**config.mk**
```make
export PLATFORM = sky130hd
export DESIGN_NAME = fetch_frontend
export DESIGN_NICKNAME = d
export VERILOG_FILES = /design/src/design/fe_cfg_pkg.sv /design/src/design/fe_types_pkg.sv /design/src/design/fe_resp_if.sv /design/src/design/fe_head_if.sv /design/src/design/fetch_sequencer.sv /design/src/design/fetch_tracker.sv /design/src/design/prefetch_queue.sv /design/src/design/instr_aligner.sv /design/src/design/fetch_frontend.sv
export SDC_FILE = /design/constraint.sdc
export NUM_CORES = 1
export LEC_CHECK = 0
export ABC_AREA = 1
export BUFFER_PORTS_ARGS = -buffer_cell sky130_fd_sc_hd__clkbuf_2
export CORE_ASPECT_RATIO = 1.2
export CORE_MARGIN = 5
export CORE_UTILIZATION = 53
export CTS_BUF_LIST = sky130_fd_sc_hd__clkbuf_16
export DETAILED_ROUTE_END_ITERATION = 12
export PLACE_DENSITY = 0.81
export SETUP_SLACK_MARGIN = 0.2
export SLEW_MARGIN = 20
export SYNTH_ARGS = -nofsm -noshare
export SYNTH_HDL_FRONTEND = slang
export SYNTH_HIERARCHICAL = 1
export SYNTH_SLANG_ARGS = --single-unit
```
**constraint.sdc**
```tcl
create_clock -name clk -period 5 [get_ports clk]
set_input_delay 1 -clock clk [delete_from_list [all_inputs] [get_ports clk]]
set_output_delay 1 -clock clk [all_outputs]
set_load 0.005 [all_outputs]
```
**src/design/fe_cfg_pkg.sv**
```systemverilog
`default_nettype none

// sizing and start-up constants of the instruction fetch front end
package fe_cfg_pkg;

	// bus address and data widths, fetches are always word sized
	localparam int ADDR_W = 32;
	localparam int DATA_W = 32;

	// one instruction parcel, the smallest unit the decoder consumes
	localparam int HW_W = 16;

	// two entries is the least that keeps fetch at full rate while decode stalls
	localparam int QUEUE_DEPTH = 2;

	// number of fetches allowed in flight on the bus at once
	localparam int MAX_PENDING = 2;

	// first fetch address after reset
	localparam logic [ADDR_W-1:0] RESET_PC = 32'h0000_0100;

endpackage

`default_nettype wire

```
**src/design/fe_types_pkg.sv**
```systemverilog
`default_nettype none

// types that travel between the fetch front end blocks
package fe_types_pkg;

	// byte address on the fetch bus
	typedef logic [fe_cfg_pkg::ADDR_W-1:0] fetch_addr_t;
	// one bus data word, two parcels
	typedef logic [fe_cfg_pkg::DATA_W-1:0] fetch_word_t;
	typedef logic [fe_cfg_pkg::HW_W-1:0]   halfword_t;

	// bit 0 flags the lower halfword of a word
	typedef logic [1:0] hw_mask_t;
	// halfword count, 0 to 3
	typedef logic [1:0] hw_count_t;
	// fetches outstanding on the bus
	typedef logic [1:0] pend_count_t;

	typedef enum logic [1:0] {
		RESET_WAIT,
		ISSUE,
		ADDR_HOLD
	} seq_state_e;

endpackage

`default_nettype wire

```
**src/design/fe_resp_if.sv**
```systemverilog
`default_nettype none

// a fetch response after the flush filter
// word and err come straight from the bus data phase
interface fe_resp_if;
	import fe_types_pkg::*;

	fetch_word_t word;
	logic        err;
	// which halfwords of the word belong to the instruction stream
	hw_mask_t    hw_mask;
	// low while the response belongs to a fetch that a jump discarded
	logic        vld;

	// the tracker filters and produces the response
	modport src (
		output word, err, hw_mask, vld
	);

	// the queue and the aligner both watch the same response
	modport snk (
		input word, err, hw_mask, vld
	);

endinterface

`default_nettype wire

```
**src/design/fe_head_if.sv**
```systemverilog
`default_nettype none

// oldest prefetch queue entry, offered to the aligner
interface fe_head_if;
	import fe_types_pkg::*;

	fetch_word_t word;
	logic        err;
	hw_mask_t    hw_mask;
	logic        vld;
	// aligner consumes one word this cycle, from the head or else from the bypass
	logic        take;

	modport queue (
		output word, err, hw_mask, vld,
		input  take
	);

	modport aligner (
		input  word, err, hw_mask, vld,
		output take
	);

endinterface

`default_nettype wire

```
**src/design/fetch_sequencer.sv**
```systemverilog
`default_nettype none

module fetch_sequencer (
	input  wire logic                      clk,
	input  wire logic                      rst_n,
	input  wire fe_types_pkg::fetch_addr_t jump_target,
	input  wire logic                      jump_vld,
	output logic                           jump_rdy,
	input  wire logic                      issue_ok,
	output fe_types_pkg::fetch_addr_t      mem_addr,
	output logic                           mem_addr_vld,
	input  wire logic                      mem_addr_rdy,
	output logic                           jump_now
);
	import fe_cfg_pkg::*;
	import fe_types_pkg::*;

	seq_state_e  state;
	seq_state_e  state_nxt;
	// runs ahead of the decoder in whole words
	fetch_addr_t fetch_addr;
	fetch_addr_t jump_base;
	logic        accepted;

	// the bus only sees word aligned addresses
	assign jump_base = {jump_target[ADDR_W-1:2], 2'b00};

	// a held address phase must not change, so jumps wait for it
	assign jump_rdy = state != ADDR_HOLD;
	assign jump_now = jump_vld && jump_rdy;
	assign accepted = mem_addr_vld && mem_addr_rdy;

	// --------------------------------------------------
	// address phase
	always_comb begin
		mem_addr     = fetch_addr;
		mem_addr_vld = 1'b0;
		state_nxt    = state;
		case (state)
			RESET_WAIT: begin
				// one quiet cycle after reset before the first request
				state_nxt = ISSUE;
			end
			ISSUE: begin
				// a jump goes straight out, otherwise sequential fetch
				mem_addr_vld = issue_ok;
				if (jump_vld) begin
					mem_addr = jump_base;
				end
				if (issue_ok && !mem_addr_rdy) begin
					state_nxt = ADDR_HOLD;
				end
			end
			ADDR_HOLD: begin
				// fetch_addr already holds the stalled address, jump or not
				mem_addr_vld = 1'b1;
				if (mem_addr_rdy) begin
					state_nxt = ISSUE;
				end
			end
			default: begin
				state_nxt = RESET_WAIT;
			end
		endcase
	end

	always_ff @(posedge clk or negedge rst_n) begin
		if (!rst_n) begin
			state      <= RESET_WAIT;
			fetch_addr <= RESET_PC;
		end else begin
			state <= state_nxt;
			// step past the jump target if it was accepted in the same cycle
			if (jump_now) begin
				fetch_addr <= jump_base + (accepted ? fetch_addr_t'(4) : fetch_addr_t'(0));
			end else if (accepted) begin
				fetch_addr <= fetch_addr + fetch_addr_t'(4);
			end
		end
	end

endmodule

`default_nettype wire

```
**src/design/fetch_tracker.sv**
```systemverilog
`default_nettype none

module fetch_tracker (
	input  wire logic                      clk,
	input  wire logic                      rst_n,
	input  wire logic                      mem_addr_vld,
	input  wire logic                      mem_addr_rdy,
	input  wire logic                      jump_now,
	input  wire logic                      jump_odd,
	input  wire fe_types_pkg::fetch_word_t mem_data,
	input  wire logic                      mem_data_err,
	input  wire logic                      mem_data_vld,
	input  wire fe_types_pkg::hw_count_t   queue_level,
	output logic                           issue_ok,
	fe_resp_if.src                         resp
);
	import fe_cfg_pkg::*;
	import fe_types_pkg::*;

	pend_count_t pending;
	// responses still to be thrown away after the last jump
	pend_count_t flush_cnt;
	// mask for the request in the address phase and for the next kept response
	hw_mask_t    aph_mask;
	hw_mask_t    dph_mask;
	logic        accepted;
	logic        flushing;
	logic        bus_ok;
	logic        queue_ok;

	assign accepted = mem_addr_vld && mem_addr_rdy;
	assign flushing = flush_cnt != '0;

	// --------------------------------------------------
	// issue credit
	// registered counts only, so there is no path from bus handshakes to the request
	assign bus_ok   = pending < pend_count_t'(MAX_PENDING);
	assign queue_ok = queue_level < hw_count_t'(QUEUE_DEPTH) &&
		!(queue_level == hw_count_t'(QUEUE_DEPTH - 1) && pending != '0);
	// a jump empties the queue, so only the bus limit applies to it
	assign issue_ok = bus_ok && (queue_ok || jump_now);

	assign resp.word    = mem_data;
	assign resp.err     = mem_data_err;
	assign resp.hw_mask = dph_mask;
	assign resp.vld     = mem_data_vld && !flushing;

	always_ff @(posedge clk or negedge rst_n) begin
		if (!rst_n) begin
			pending   <= '0;
			flush_cnt <= '0;
		end else begin
			pending <= pending + pend_count_t'(accepted) - pend_count_t'(mem_data_vld);
			// everything older than the jump is discarded, including data landing now
			if (jump_now) begin
				flush_cnt <= pending - pend_count_t'(mem_data_vld);
			end else if (flushing && mem_data_vld) begin
				flush_cnt <= flush_cnt - 1'b1;
			end
		end
	end

	// only the first fetch after a jump to an odd halfword drops its lower half
	// every older fetch is flushed by then, so one data phase mask is enough
	always_ff @(posedge clk or negedge rst_n) begin
		if (!rst_n) begin
			aph_mask <= 2'b11;
			dph_mask <= 2'b11;
		end else if (jump_now) begin
			if (accepted) begin
				aph_mask <= 2'b11;
				dph_mask <= {1'b1, !jump_odd};
			end else begin
				aph_mask <= {1'b1, !jump_odd};
				dph_mask <= 2'b11;
			end
		end else begin
			if (accepted) begin
				aph_mask <= 2'b11;
			end
			if (accepted && !aph_mask[0]) begin
				dph_mask <= aph_mask;
			end else if (resp.vld) begin
				dph_mask <= 2'b11;
			end
		end
	end

endmodule

`default_nettype wire

```
**src/design/prefetch_queue.sv**
```systemverilog
`default_nettype none

module prefetch_queue (
	input  wire logic                clk,
	input  wire logic                rst_n,
	input  wire logic                jump_now,
	fe_resp_if.snk                   resp,
	fe_head_if.queue                 head,
	output fe_types_pkg::hw_count_t  level
);
	import fe_cfg_pkg::*;
	import fe_types_pkg::*;

	fetch_word_t            word_q [QUEUE_DEPTH];
	logic                   err_q  [QUEUE_DEPTH];
	hw_mask_t               mask_q [QUEUE_DEPTH];
	// valid entries always sit at the bottom, entry 0 is the oldest
	logic [QUEUE_DEPTH-1:0] vld_q;

	// the entry above each slot, empty above the top one
	fetch_word_t up_word [QUEUE_DEPTH];
	logic        up_err  [QUEUE_DEPTH];
	hw_mask_t    up_mask [QUEUE_DEPTH];
	logic        up_vld  [QUEUE_DEPTH];

	logic      push;
	logic      pop;
	// fill level once the pop has shifted everything down
	hw_count_t sh_level;

	for (genvar i = 0; i < QUEUE_DEPTH; i++) begin : g_up
		if (i < QUEUE_DEPTH - 1) begin : g_mid
			assign up_word[i] = word_q[i+1];
			assign up_err[i]  = err_q[i+1];
			assign up_mask[i] = mask_q[i+1];
			assign up_vld[i]  = vld_q[i+1];
		end else begin : g_top
			assign up_word[i] = '0;
			assign up_err[i]  = 1'b0;
			assign up_mask[i] = '0;
			assign up_vld[i]  = 1'b0;
		end
	end

	assign head.word    = word_q[0];
	assign head.err     = err_q[0];
	assign head.hw_mask = mask_q[0];
	assign head.vld     = vld_q[0];

	// an empty queue lets a taken response bypass it
	assign pop  = head.take && vld_q[0];
	assign push = resp.vld && !(head.take && !vld_q[0]);

	always_comb begin
		level = '0;
		for (int i = 0; i < QUEUE_DEPTH; i++) begin
			level = level + hw_count_t'(vld_q[i]);
		end
	end

	assign sh_level = level - hw_count_t'(pop);

	always_ff @(posedge clk or negedge rst_n) begin
		if (!rst_n) begin
			vld_q <= '0;
		end else begin
			for (int i = 0; i < QUEUE_DEPTH; i++) begin
				vld_q[i] <= !jump_now && ((pop ? up_vld[i] : vld_q[i]) ||
					(push && hw_count_t'(i) == sh_level));
			end
		end
	end

	// payload shifts down on a pop, the new word lands in the first free slot
	always_ff @(posedge clk) begin
		for (int i = 0; i < QUEUE_DEPTH; i++) begin
			if (pop && up_vld[i]) begin
				word_q[i] <= up_word[i];
				err_q[i]  <= up_err[i];
				mask_q[i] <= up_mask[i];
			end else if (push && hw_count_t'(i) == sh_level) begin
				word_q[i] <= resp.word;
				err_q[i]  <= resp.err;
				mask_q[i] <= resp.hw_mask;
			end
		end
	end

endmodule

`default_nettype wire

```
**src/design/instr_aligner.sv**
```systemverilog
`default_nettype none

module instr_aligner (
	input  wire logic                     clk,
	input  wire logic                     rst_n,
	input  wire logic                     jump_now,
	input  wire fe_types_pkg::hw_count_t  cir_use,
	fe_resp_if.snk                        resp,
	fe_head_if.aligner                    head,
	output fe_types_pkg::fetch_word_t     cir,
	output fe_types_pkg::hw_count_t       cir_vld,
	output fe_types_pkg::hw_mask_t        cir_err
);
	import fe_cfg_pkg::*;
	import fe_types_pkg::*;

	// spill halfword above cir, the yard is {hwbuf, cir}
	halfword_t         hwbuf;
	logic [2:0]        err_q;
	// valid halfwords in the yard, 0 to 3
	hw_count_t         level;
	hw_count_t         level_used;
	hw_count_t         level_nxt;
	hw_count_t         fill;
	fetch_word_t       fetch_word;
	hw_mask_t          fetch_mask;
	logic              fetch_err;
	logic              fetch_vld;
	logic              room;
	logic [2*HW_W-1:0] fetch_aligned;
	logic [3*HW_W-1:0] yard_shifted;
	logic [3*HW_W-1:0] yard_nxt;
	logic [2:0]        err_shifted;
	logic [2:0]        err_nxt;

	// --------------------------------------------------
	// fetch source, queue head first and the live response when it is empty
	assign fetch_word = head.vld ? head.word : resp.word;
	assign fetch_mask = head.vld ? head.hw_mask : resp.hw_mask;
	assign fetch_err  = head.vld ? head.err : resp.err;
	assign fetch_vld  = head.vld || resp.vld;

	// move the upper halfword down when the lower one is not part of the stream
	assign fetch_aligned = {
		fetch_word[HW_W +: HW_W],
		fetch_mask[0] ? fetch_word[0 +: HW_W] : fetch_word[HW_W +: HW_W]
	};
	assign fill = fetch_mask[0] ? hw_count_t'(2) : hw_count_t'(1);

	// whatever the decoder leaves behind stays, fresh data only goes on top
	assign level_used = level - cir_use;
	assign room       = level_used <= (fetch_mask[0] ? hw_count_t'(1) : hw_count_t'(2));
	assign head.take  = room && fetch_vld;

	// --------------------------------------------------
	// yard update
	always_comb begin
		// halfwords above the new level are don't care, so they just repeat hwbuf
		case (cir_use)
			2'd1:    yard_shifted = {hwbuf, hwbuf, cir[HW_W +: HW_W]};
			2'd2:    yard_shifted = {hwbuf, hwbuf, hwbuf};
			default: yard_shifted = {hwbuf, cir};
		endcase
		err_shifted = err_q >> cir_use;

		yard_nxt = yard_shifted;
		err_nxt  = err_shifted;
		if (head.take) begin
			case (level_used)
				2'd0: begin
					yard_nxt[0 +: 2*HW_W] = fetch_aligned;
					err_nxt[1:0]          = {2{fetch_err}};
				end
				2'd1: begin
					yard_nxt[HW_W +: 2*HW_W] = fetch_aligned;
					err_nxt[2:1]             = {2{fetch_err}};
				end
				default: begin
					// only half a word fits, which room allows for partial words alone
					yard_nxt[2*HW_W +: HW_W] = fetch_aligned[0 +: HW_W];
					err_nxt[2]               = fetch_err;
				end
			endcase
		end
	end

	assign level_nxt = jump_now ? '0 : level_used + (head.take ? fill : hw_count_t'(0));

	always_ff @(posedge clk or negedge rst_n) begin
		if (!rst_n) begin
			level   <= '0;
			cir_vld <= '0;
		end else begin
			level <= level_nxt;
			// the decoder sees at most the two halfwords of cir
			cir_vld <= level_nxt[1] ? hw_count_t'(2) : level_nxt;
		end
	end

	always_ff @(posedge clk) begin
		{hwbuf, cir} <= yard_nxt;
		err_q        <= err_nxt;
	end

	// error flags of halfwords beyond the fill level are stale
	assign cir_err = err_q[1:0] & {cir_vld[1], cir_vld != '0};

endmodule

`default_nettype wire

```
**src/design/fetch_frontend.sv**
```systemverilog
`default_nettype none

module fetch_frontend (
	input  wire logic                      clk,
	input  wire logic                      rst_n,
	// fetch bus, valid/ready address phase and an unstalled data phase
	output fe_types_pkg::fetch_addr_t      mem_addr,
	output logic                           mem_addr_vld,
	input  wire logic                      mem_addr_rdy,
	input  wire fe_types_pkg::fetch_word_t mem_data,
	input  wire logic                      mem_data_err,
	input  wire logic                      mem_data_vld,
	// jump request from later pipeline stages
	input  wire fe_types_pkg::fetch_addr_t jump_target,
	input  wire logic                      jump_vld,
	output logic                           jump_rdy,
	// current instruction register towards decode
	output fe_types_pkg::fetch_word_t      cir,
	output fe_types_pkg::hw_count_t        cir_vld,
	input  wire fe_types_pkg::hw_count_t   cir_use,
	output fe_types_pkg::hw_mask_t         cir_err
);
	import fe_types_pkg::*;

	logic      jump_now;
	logic      issue_ok;
	hw_count_t queue_level;

	fe_resp_if u_resp ();
	fe_head_if u_head ();

	// --------------------------------------------------
	// request side
	fetch_sequencer u_seq (
		.clk          (clk),
		.rst_n        (rst_n),
		.jump_target  (jump_target),
		.jump_vld     (jump_vld),
		.jump_rdy     (jump_rdy),
		.issue_ok     (issue_ok),
		.mem_addr     (mem_addr),
		.mem_addr_vld (mem_addr_vld),
		.mem_addr_rdy (mem_addr_rdy),
		.jump_now     (jump_now)
	);

	// bit 1 of the target says the jump lands on an upper halfword
	fetch_tracker u_trk (
		.clk          (clk),
		.rst_n        (rst_n),
		.mem_addr_vld (mem_addr_vld),
		.mem_addr_rdy (mem_addr_rdy),
		.jump_now     (jump_now),
		.jump_odd     (jump_target[1]),
		.mem_data     (mem_data),
		.mem_data_err (mem_data_err),
		.mem_data_vld (mem_data_vld),
		.queue_level  (queue_level),
		.issue_ok     (issue_ok),
		.resp         (u_resp.src)
	);

	// --------------------------------------------------
	// response side
	prefetch_queue u_q (
		.clk      (clk),
		.rst_n    (rst_n),
		.jump_now (jump_now),
		.resp     (u_resp.snk),
		.head     (u_head.queue),
		.level    (queue_level)
	);

	instr_aligner u_aln (
		.clk      (clk),
		.rst_n    (rst_n),
		.jump_now (jump_now),
		.cir_use  (cir_use),
		.resp     (u_resp.snk),
		.head     (u_head.aligner),
		.cir      (cir),
		.cir_vld  (cir_vld),
		.cir_err  (cir_err)
	);

endmodule

`default_nettype wire

```
## Word-level counts from Yosys, hierarchy flattened

Memories as Yosys holds them, arrays and structs flattened.
Index checks and enable logic that the tools add are counted.

- Register bits: 99
- Bits in writable memories: 70
- Word-level logic and storage cells: 132
- Memories: 3

Memory list:

| name | words | bits a word | rd ports | clocked after Yosys merged registers in | write ports | line | RTL |
|---|---|---|---|---|---|---|---|
| u_q.word_q | 2 | 32 | 2 | 0 | 2 | prefetch_queue.sv:14 | `fetch_word_t word_q [QUEUE_DEPTH];` |
| u_q.mask_q | 2 | 2 | 2 | 0 | 2 | prefetch_queue.sv:16 | `hw_mask_t mask_q [QUEUE_DEPTH];` |
| u_q.err_q | 2 | 1 | 2 | 0 | 2 | prefetch_queue.sv:15 | `logic err_q [QUEUE_DEPTH];` |

- Add/subtract/negate cells: 10
- Magnitude comparators: 3
- Eq/ne operators: 10
- Shift-type cells: 1
- Multiplexer cells: 48
- Bitwise gates (word level): 4
- Reductions and logical operators: 41

Operators by type and width:

| kind | count |
|---|---|
| two-way mux 32 bit | 6 |
| case mux 16 bit (2 select lines) | 2 |
| case mux 32 bit (2 select lines) | 1 |
| two-way mux 48 bit | 1 |
| adder 32 x 3 -> 32 bit (second input constant) | 1 |
| adder 32 bit | 1 |
| two-way mux 16 bit | 2 |
| two-way mux 2 bit | 15 |
| logical AND 1 bit | 18 |
| two-way mux 1 bit | 17 |
| nonzero test 2 bit | 5 |
| equality test 2 x 1 -> 1 bit (second input constant) | 4 |
| zero test 1 bit | 8 |
| zero test 2 bit | 3 |
| two-way mux 3 bit | 2 |
| case mux 2 bit (3 select lines) | 1 |
| subtractor 2 x 1 -> 2 bit | 3 |
| equality test 2 bit (second input constant) | 2 |
| logical OR 1 bit | 4 |
| < comparator 2 bit (second input constant) | 2 |
| != test 2 bit (second input constant) | 2 |
| bitwise OR 1 bit | 3 |
| nonzero test 3 bit | 1 |
| >> shifter 3 x 2 -> 3 bit | 1 |
| 12 further kinds | 12 |

## Longest topological paths before layout

- Word-level depth: 13
- Mapped depth: 27

## Hierarchy

Netlist, hierarchy kept.

By module, submodules not included:

| module | times used | cells an instance | area an instance (um^2) | sequential area each (um^2) |
|---|---|---|---|---|
| fetch_sequencer | 1 | 649 | 3,711.1 | 802.0 |
| instr_aligner | 1 | 554 | 3,623.5 | 1,256.2 |
| prefetch_queue | 1 | 215 | 2,855.2 | 2,152.1 |
| fetch_tracker | 1 | 89 | 638.1 | 152.6 |

## Least setup slack after synthesis

Ideal clock, no wire load.

- Kind: input port to flip-flop
- Start point: input port cir_use[0]
- End point: memory u_q.err_q[0][0], enable pin
- Setup time: 0.476 ns
- Arrival: 5.659 ns
- Path slack: -1.135 ns
- Cell stages on the path: 22
- Path buffers: 2
- Cells stage by stage: ha_1 -> inv_1 -> nand2_1 -> nand2_1 -> nand2_2 -> nand2_4 -> buf_6 -> inv_4 -> ha_1 -> nand2_1 -> nand2_1 -> nand2_1 -> nand2_2 -> inv_2 -> buf_2 -> nand2_1 -> inv_2 -> ha_1 -> inv_1 -> nand2_1 -> nand2_2 -> o21ai_0

RTL lines:

| what | line | RTL |
|---|---|---|
| from (decl) | fetch_frontend.sv:20 | `input wire fe_types_pkg::hw_count_t cir_use,` |
| to (decl) | prefetch_queue.sv:15 |  |

==> results.ini <==
[clock_tree]
root_buffer=clkbuf_16
cts_resized=0
clk_pin_slew_worst_paths_ps=70
htree_levels=4
postCtsSetupRepairBufs=0
clock_latency_ps=430
ctsHoldBuffers=0
cts_buffer_depth=2
cts_inserted_buffers=17
cts_tree=yes
cts.sinks=162

[timing]
slew_headroom=0.402
maxSlewViolCount=0
fin_skew_ps=13.7
finalSetupViolations=0
finalHoldViolCount=0
final.setup.tns_ps=0
layout_setup_ws_ps=1170
min_period_ps=3830
max_freq_mhz=261
rsz0062_at_grt=no
post-route-period-util=0.766
worstMarginPinSlew_ps=894

[outcome]
outcome=finished, final reports clean

[critical_path]
worstPathRequired_ps=5070
crit_chain=clkbuf_2 -> ha_1 -> inv_1 -> nand2_1 -> nand2_1 -> nand2_2 -> nand2_4 -> inv_4 -> ha_1 -> nand2_1 -> nand2_1 -> nand2_1 -> nand2_2 -> inv_2 -> nand2_1 -> inv_2 -> ha_1 -> inv_1 -> nand2_1 -> nand2_2 -> o21ai_2 -> buf_4
critical_path.slowest_cell=buf_4
critical_path_buf_inv_count=7
critical_path.startpoint_type=primary input
r2r_start=u_q/vld_q[0]
crit_arrival_ps=3910
path_class=in2reg
path_delay_family=buffers and inverters
crit_fanout=34
slowest_delay_ps=420
cpMostUsedCell=nand2_1
timing.critical_path.from=cir_use[0]
end_kind=register

[pwr]
netSwitchingFraction=0.436
p_seq_frac=0.357
p_leak_nw=5.69
p_sw_w=0.00287
internal-power_w=0.00372
power_frac_clock=0.191
vdd_ir_drop_max_uv=270
p_comb_frac=0.451
powerDensity_nw_per_um2=560

[finish]
final_cell_mix=nand2_1, nand3_1, clkbuf_2
antenna_cells=0
final_nets=1667
syn2layout_area_growth_pct=9.70
final_cell_area_um2=11800
final_common_cell=nand2_1
layout-drive-gt1-share=0.166

[routing]
vias=9975
drt_first_pass_iters=5
drt_iter0_drc=773
post_drt_wl_per_cell_um=15.4
viasPerCell=5.38
ant_nets=0
wirelength_um=28500
route.detailed.drc=0

[floorplan]
core_um2=20100
dieWidth_um=140
initial_core_util=0.534
floorplan.die_area_um2=23200
die_h_um=166
rows=57
io_pins=142

[global_route]
antenna_found_initial=4
grt_use_total=0.242
grt_pass1_wl_um=46600
grt_max_degree=44
grt_pass1_vias=9531
gr-total-overflow=0

[placed_design]
dpl-instance-area_um2=11200
place_ws_ps=751
hpwl_um=21000
io_buffers=138
gp_congestion=0.893

[yosys]
synthCells=1499
syn_avg_cell_area_um2=7.16
synth_warnings=6
netlist_area_um2=10700

[hold_path]
min-delay-start=u_q/word_q[0][32]
hold_path.class=reg2reg

[flow_run]
maxCapViolCount=0

-- state kept, by name (all words and copies together), names as in the netlist, 3 cells and up --
| name | count |
|---|---|
| u_aln/hwbuf | 16 |
| u_q/word_q | 64 |
| u_aln/err_q | 3 |
| u_aln/cir | 32 |
| u_seq/fetch_addr | 30 |
-- worst reg2reg max path, stage by stage, from the launching register on --
cell,delay [ps]
dfrtp_1,590
inv_2,80
nand2_1,110
nand2_4,210
ha_1,390
nand2_1,70
nand2_1,50
nand2_1,90
nand2_2,130
inv_2,310
nand2_1,160
inv_2,110
ha_1,160
inv_1,40
nand2_1,60
nand2_2,110
o21ai_2,150
buf_4,420
-- area by class of cell --
class                           count  area [µm²]
Fill cell                        1895        8330
Inverter                          140         531
Clock buffer                       19         475
Sequential cell                   162        4300
Timing Repair Buffer              151         801
Tap cell                          265         332
Multi-Input combinational cell   1104        5240
Clock inverter                     13        93.8
-- through the flow --
| stage | utilization | std cells | power [W] | hold slack, ps |
|---|---|---|---|---|
| global placement | 0.557 | 1822 | 0.00519 | 487 |
| detailed placement | 0.557 | 1822 | 0.00530 | 498 |
| global route | 0.586 | 1854 | 0.00714 | 534 |
| floorplan | - | 1500 | 0.00455 | 476 |
| CTS | 0.585 | 1854 | 0.00658 | 511 |
| finish | 0.586 | 1854 | 0.00660 | 509 |
-- per-layer routing --
| metal | vias up | global-route usage | part of all wire |
|---|---|---|---|
| li1 | 4966 | - | - |
| met1 | 4516 | 0.298 | 0.40 |
| met2 | 433 | 0.418 | 0.49 |
| met3 | 56 | 0.0550 | 0.081 |
| met4 | 4 | 0.0847 | 0.026 |
| met5 | - | 0 | 0.0014 |
-- power by group through the flow --
stage / Clock [W] / Sequential (W) / Combinational (W)
2_1_floorplan: 0 / 0.00229 / 0.00226
3_3_place_gp: 0 / 0.00235 / 0.00284
3_5_place_dp: 0 / 0.00237 / 0.00293
4_1_cts: 0.00128 / 0.00235 / 0.00296
5_1_grt: 0.00135 / 0.00242 / 0.00337
6_report: 0.00126 / 0.00236 / 0.00298
-- path summary, 6_finish.rpt --
check / endpoint / slack [ps] / cells after the start
max: u_q/word_q[0][2] / 1170 / 22
min in group asynchronous: u_aln/level[0] / 660 / 2
max reg2reg: u_q/word_q[0][2] / 1400 / 17
min reg2reg: u_q/word_q[0][0] / 510 / 2
min: u_q/word_q[0][0] / 510 / 2
max in group asynchronous: u_seq/fetch_addr[15] / 3940 / 2
(Power assumes the default switching activity.)
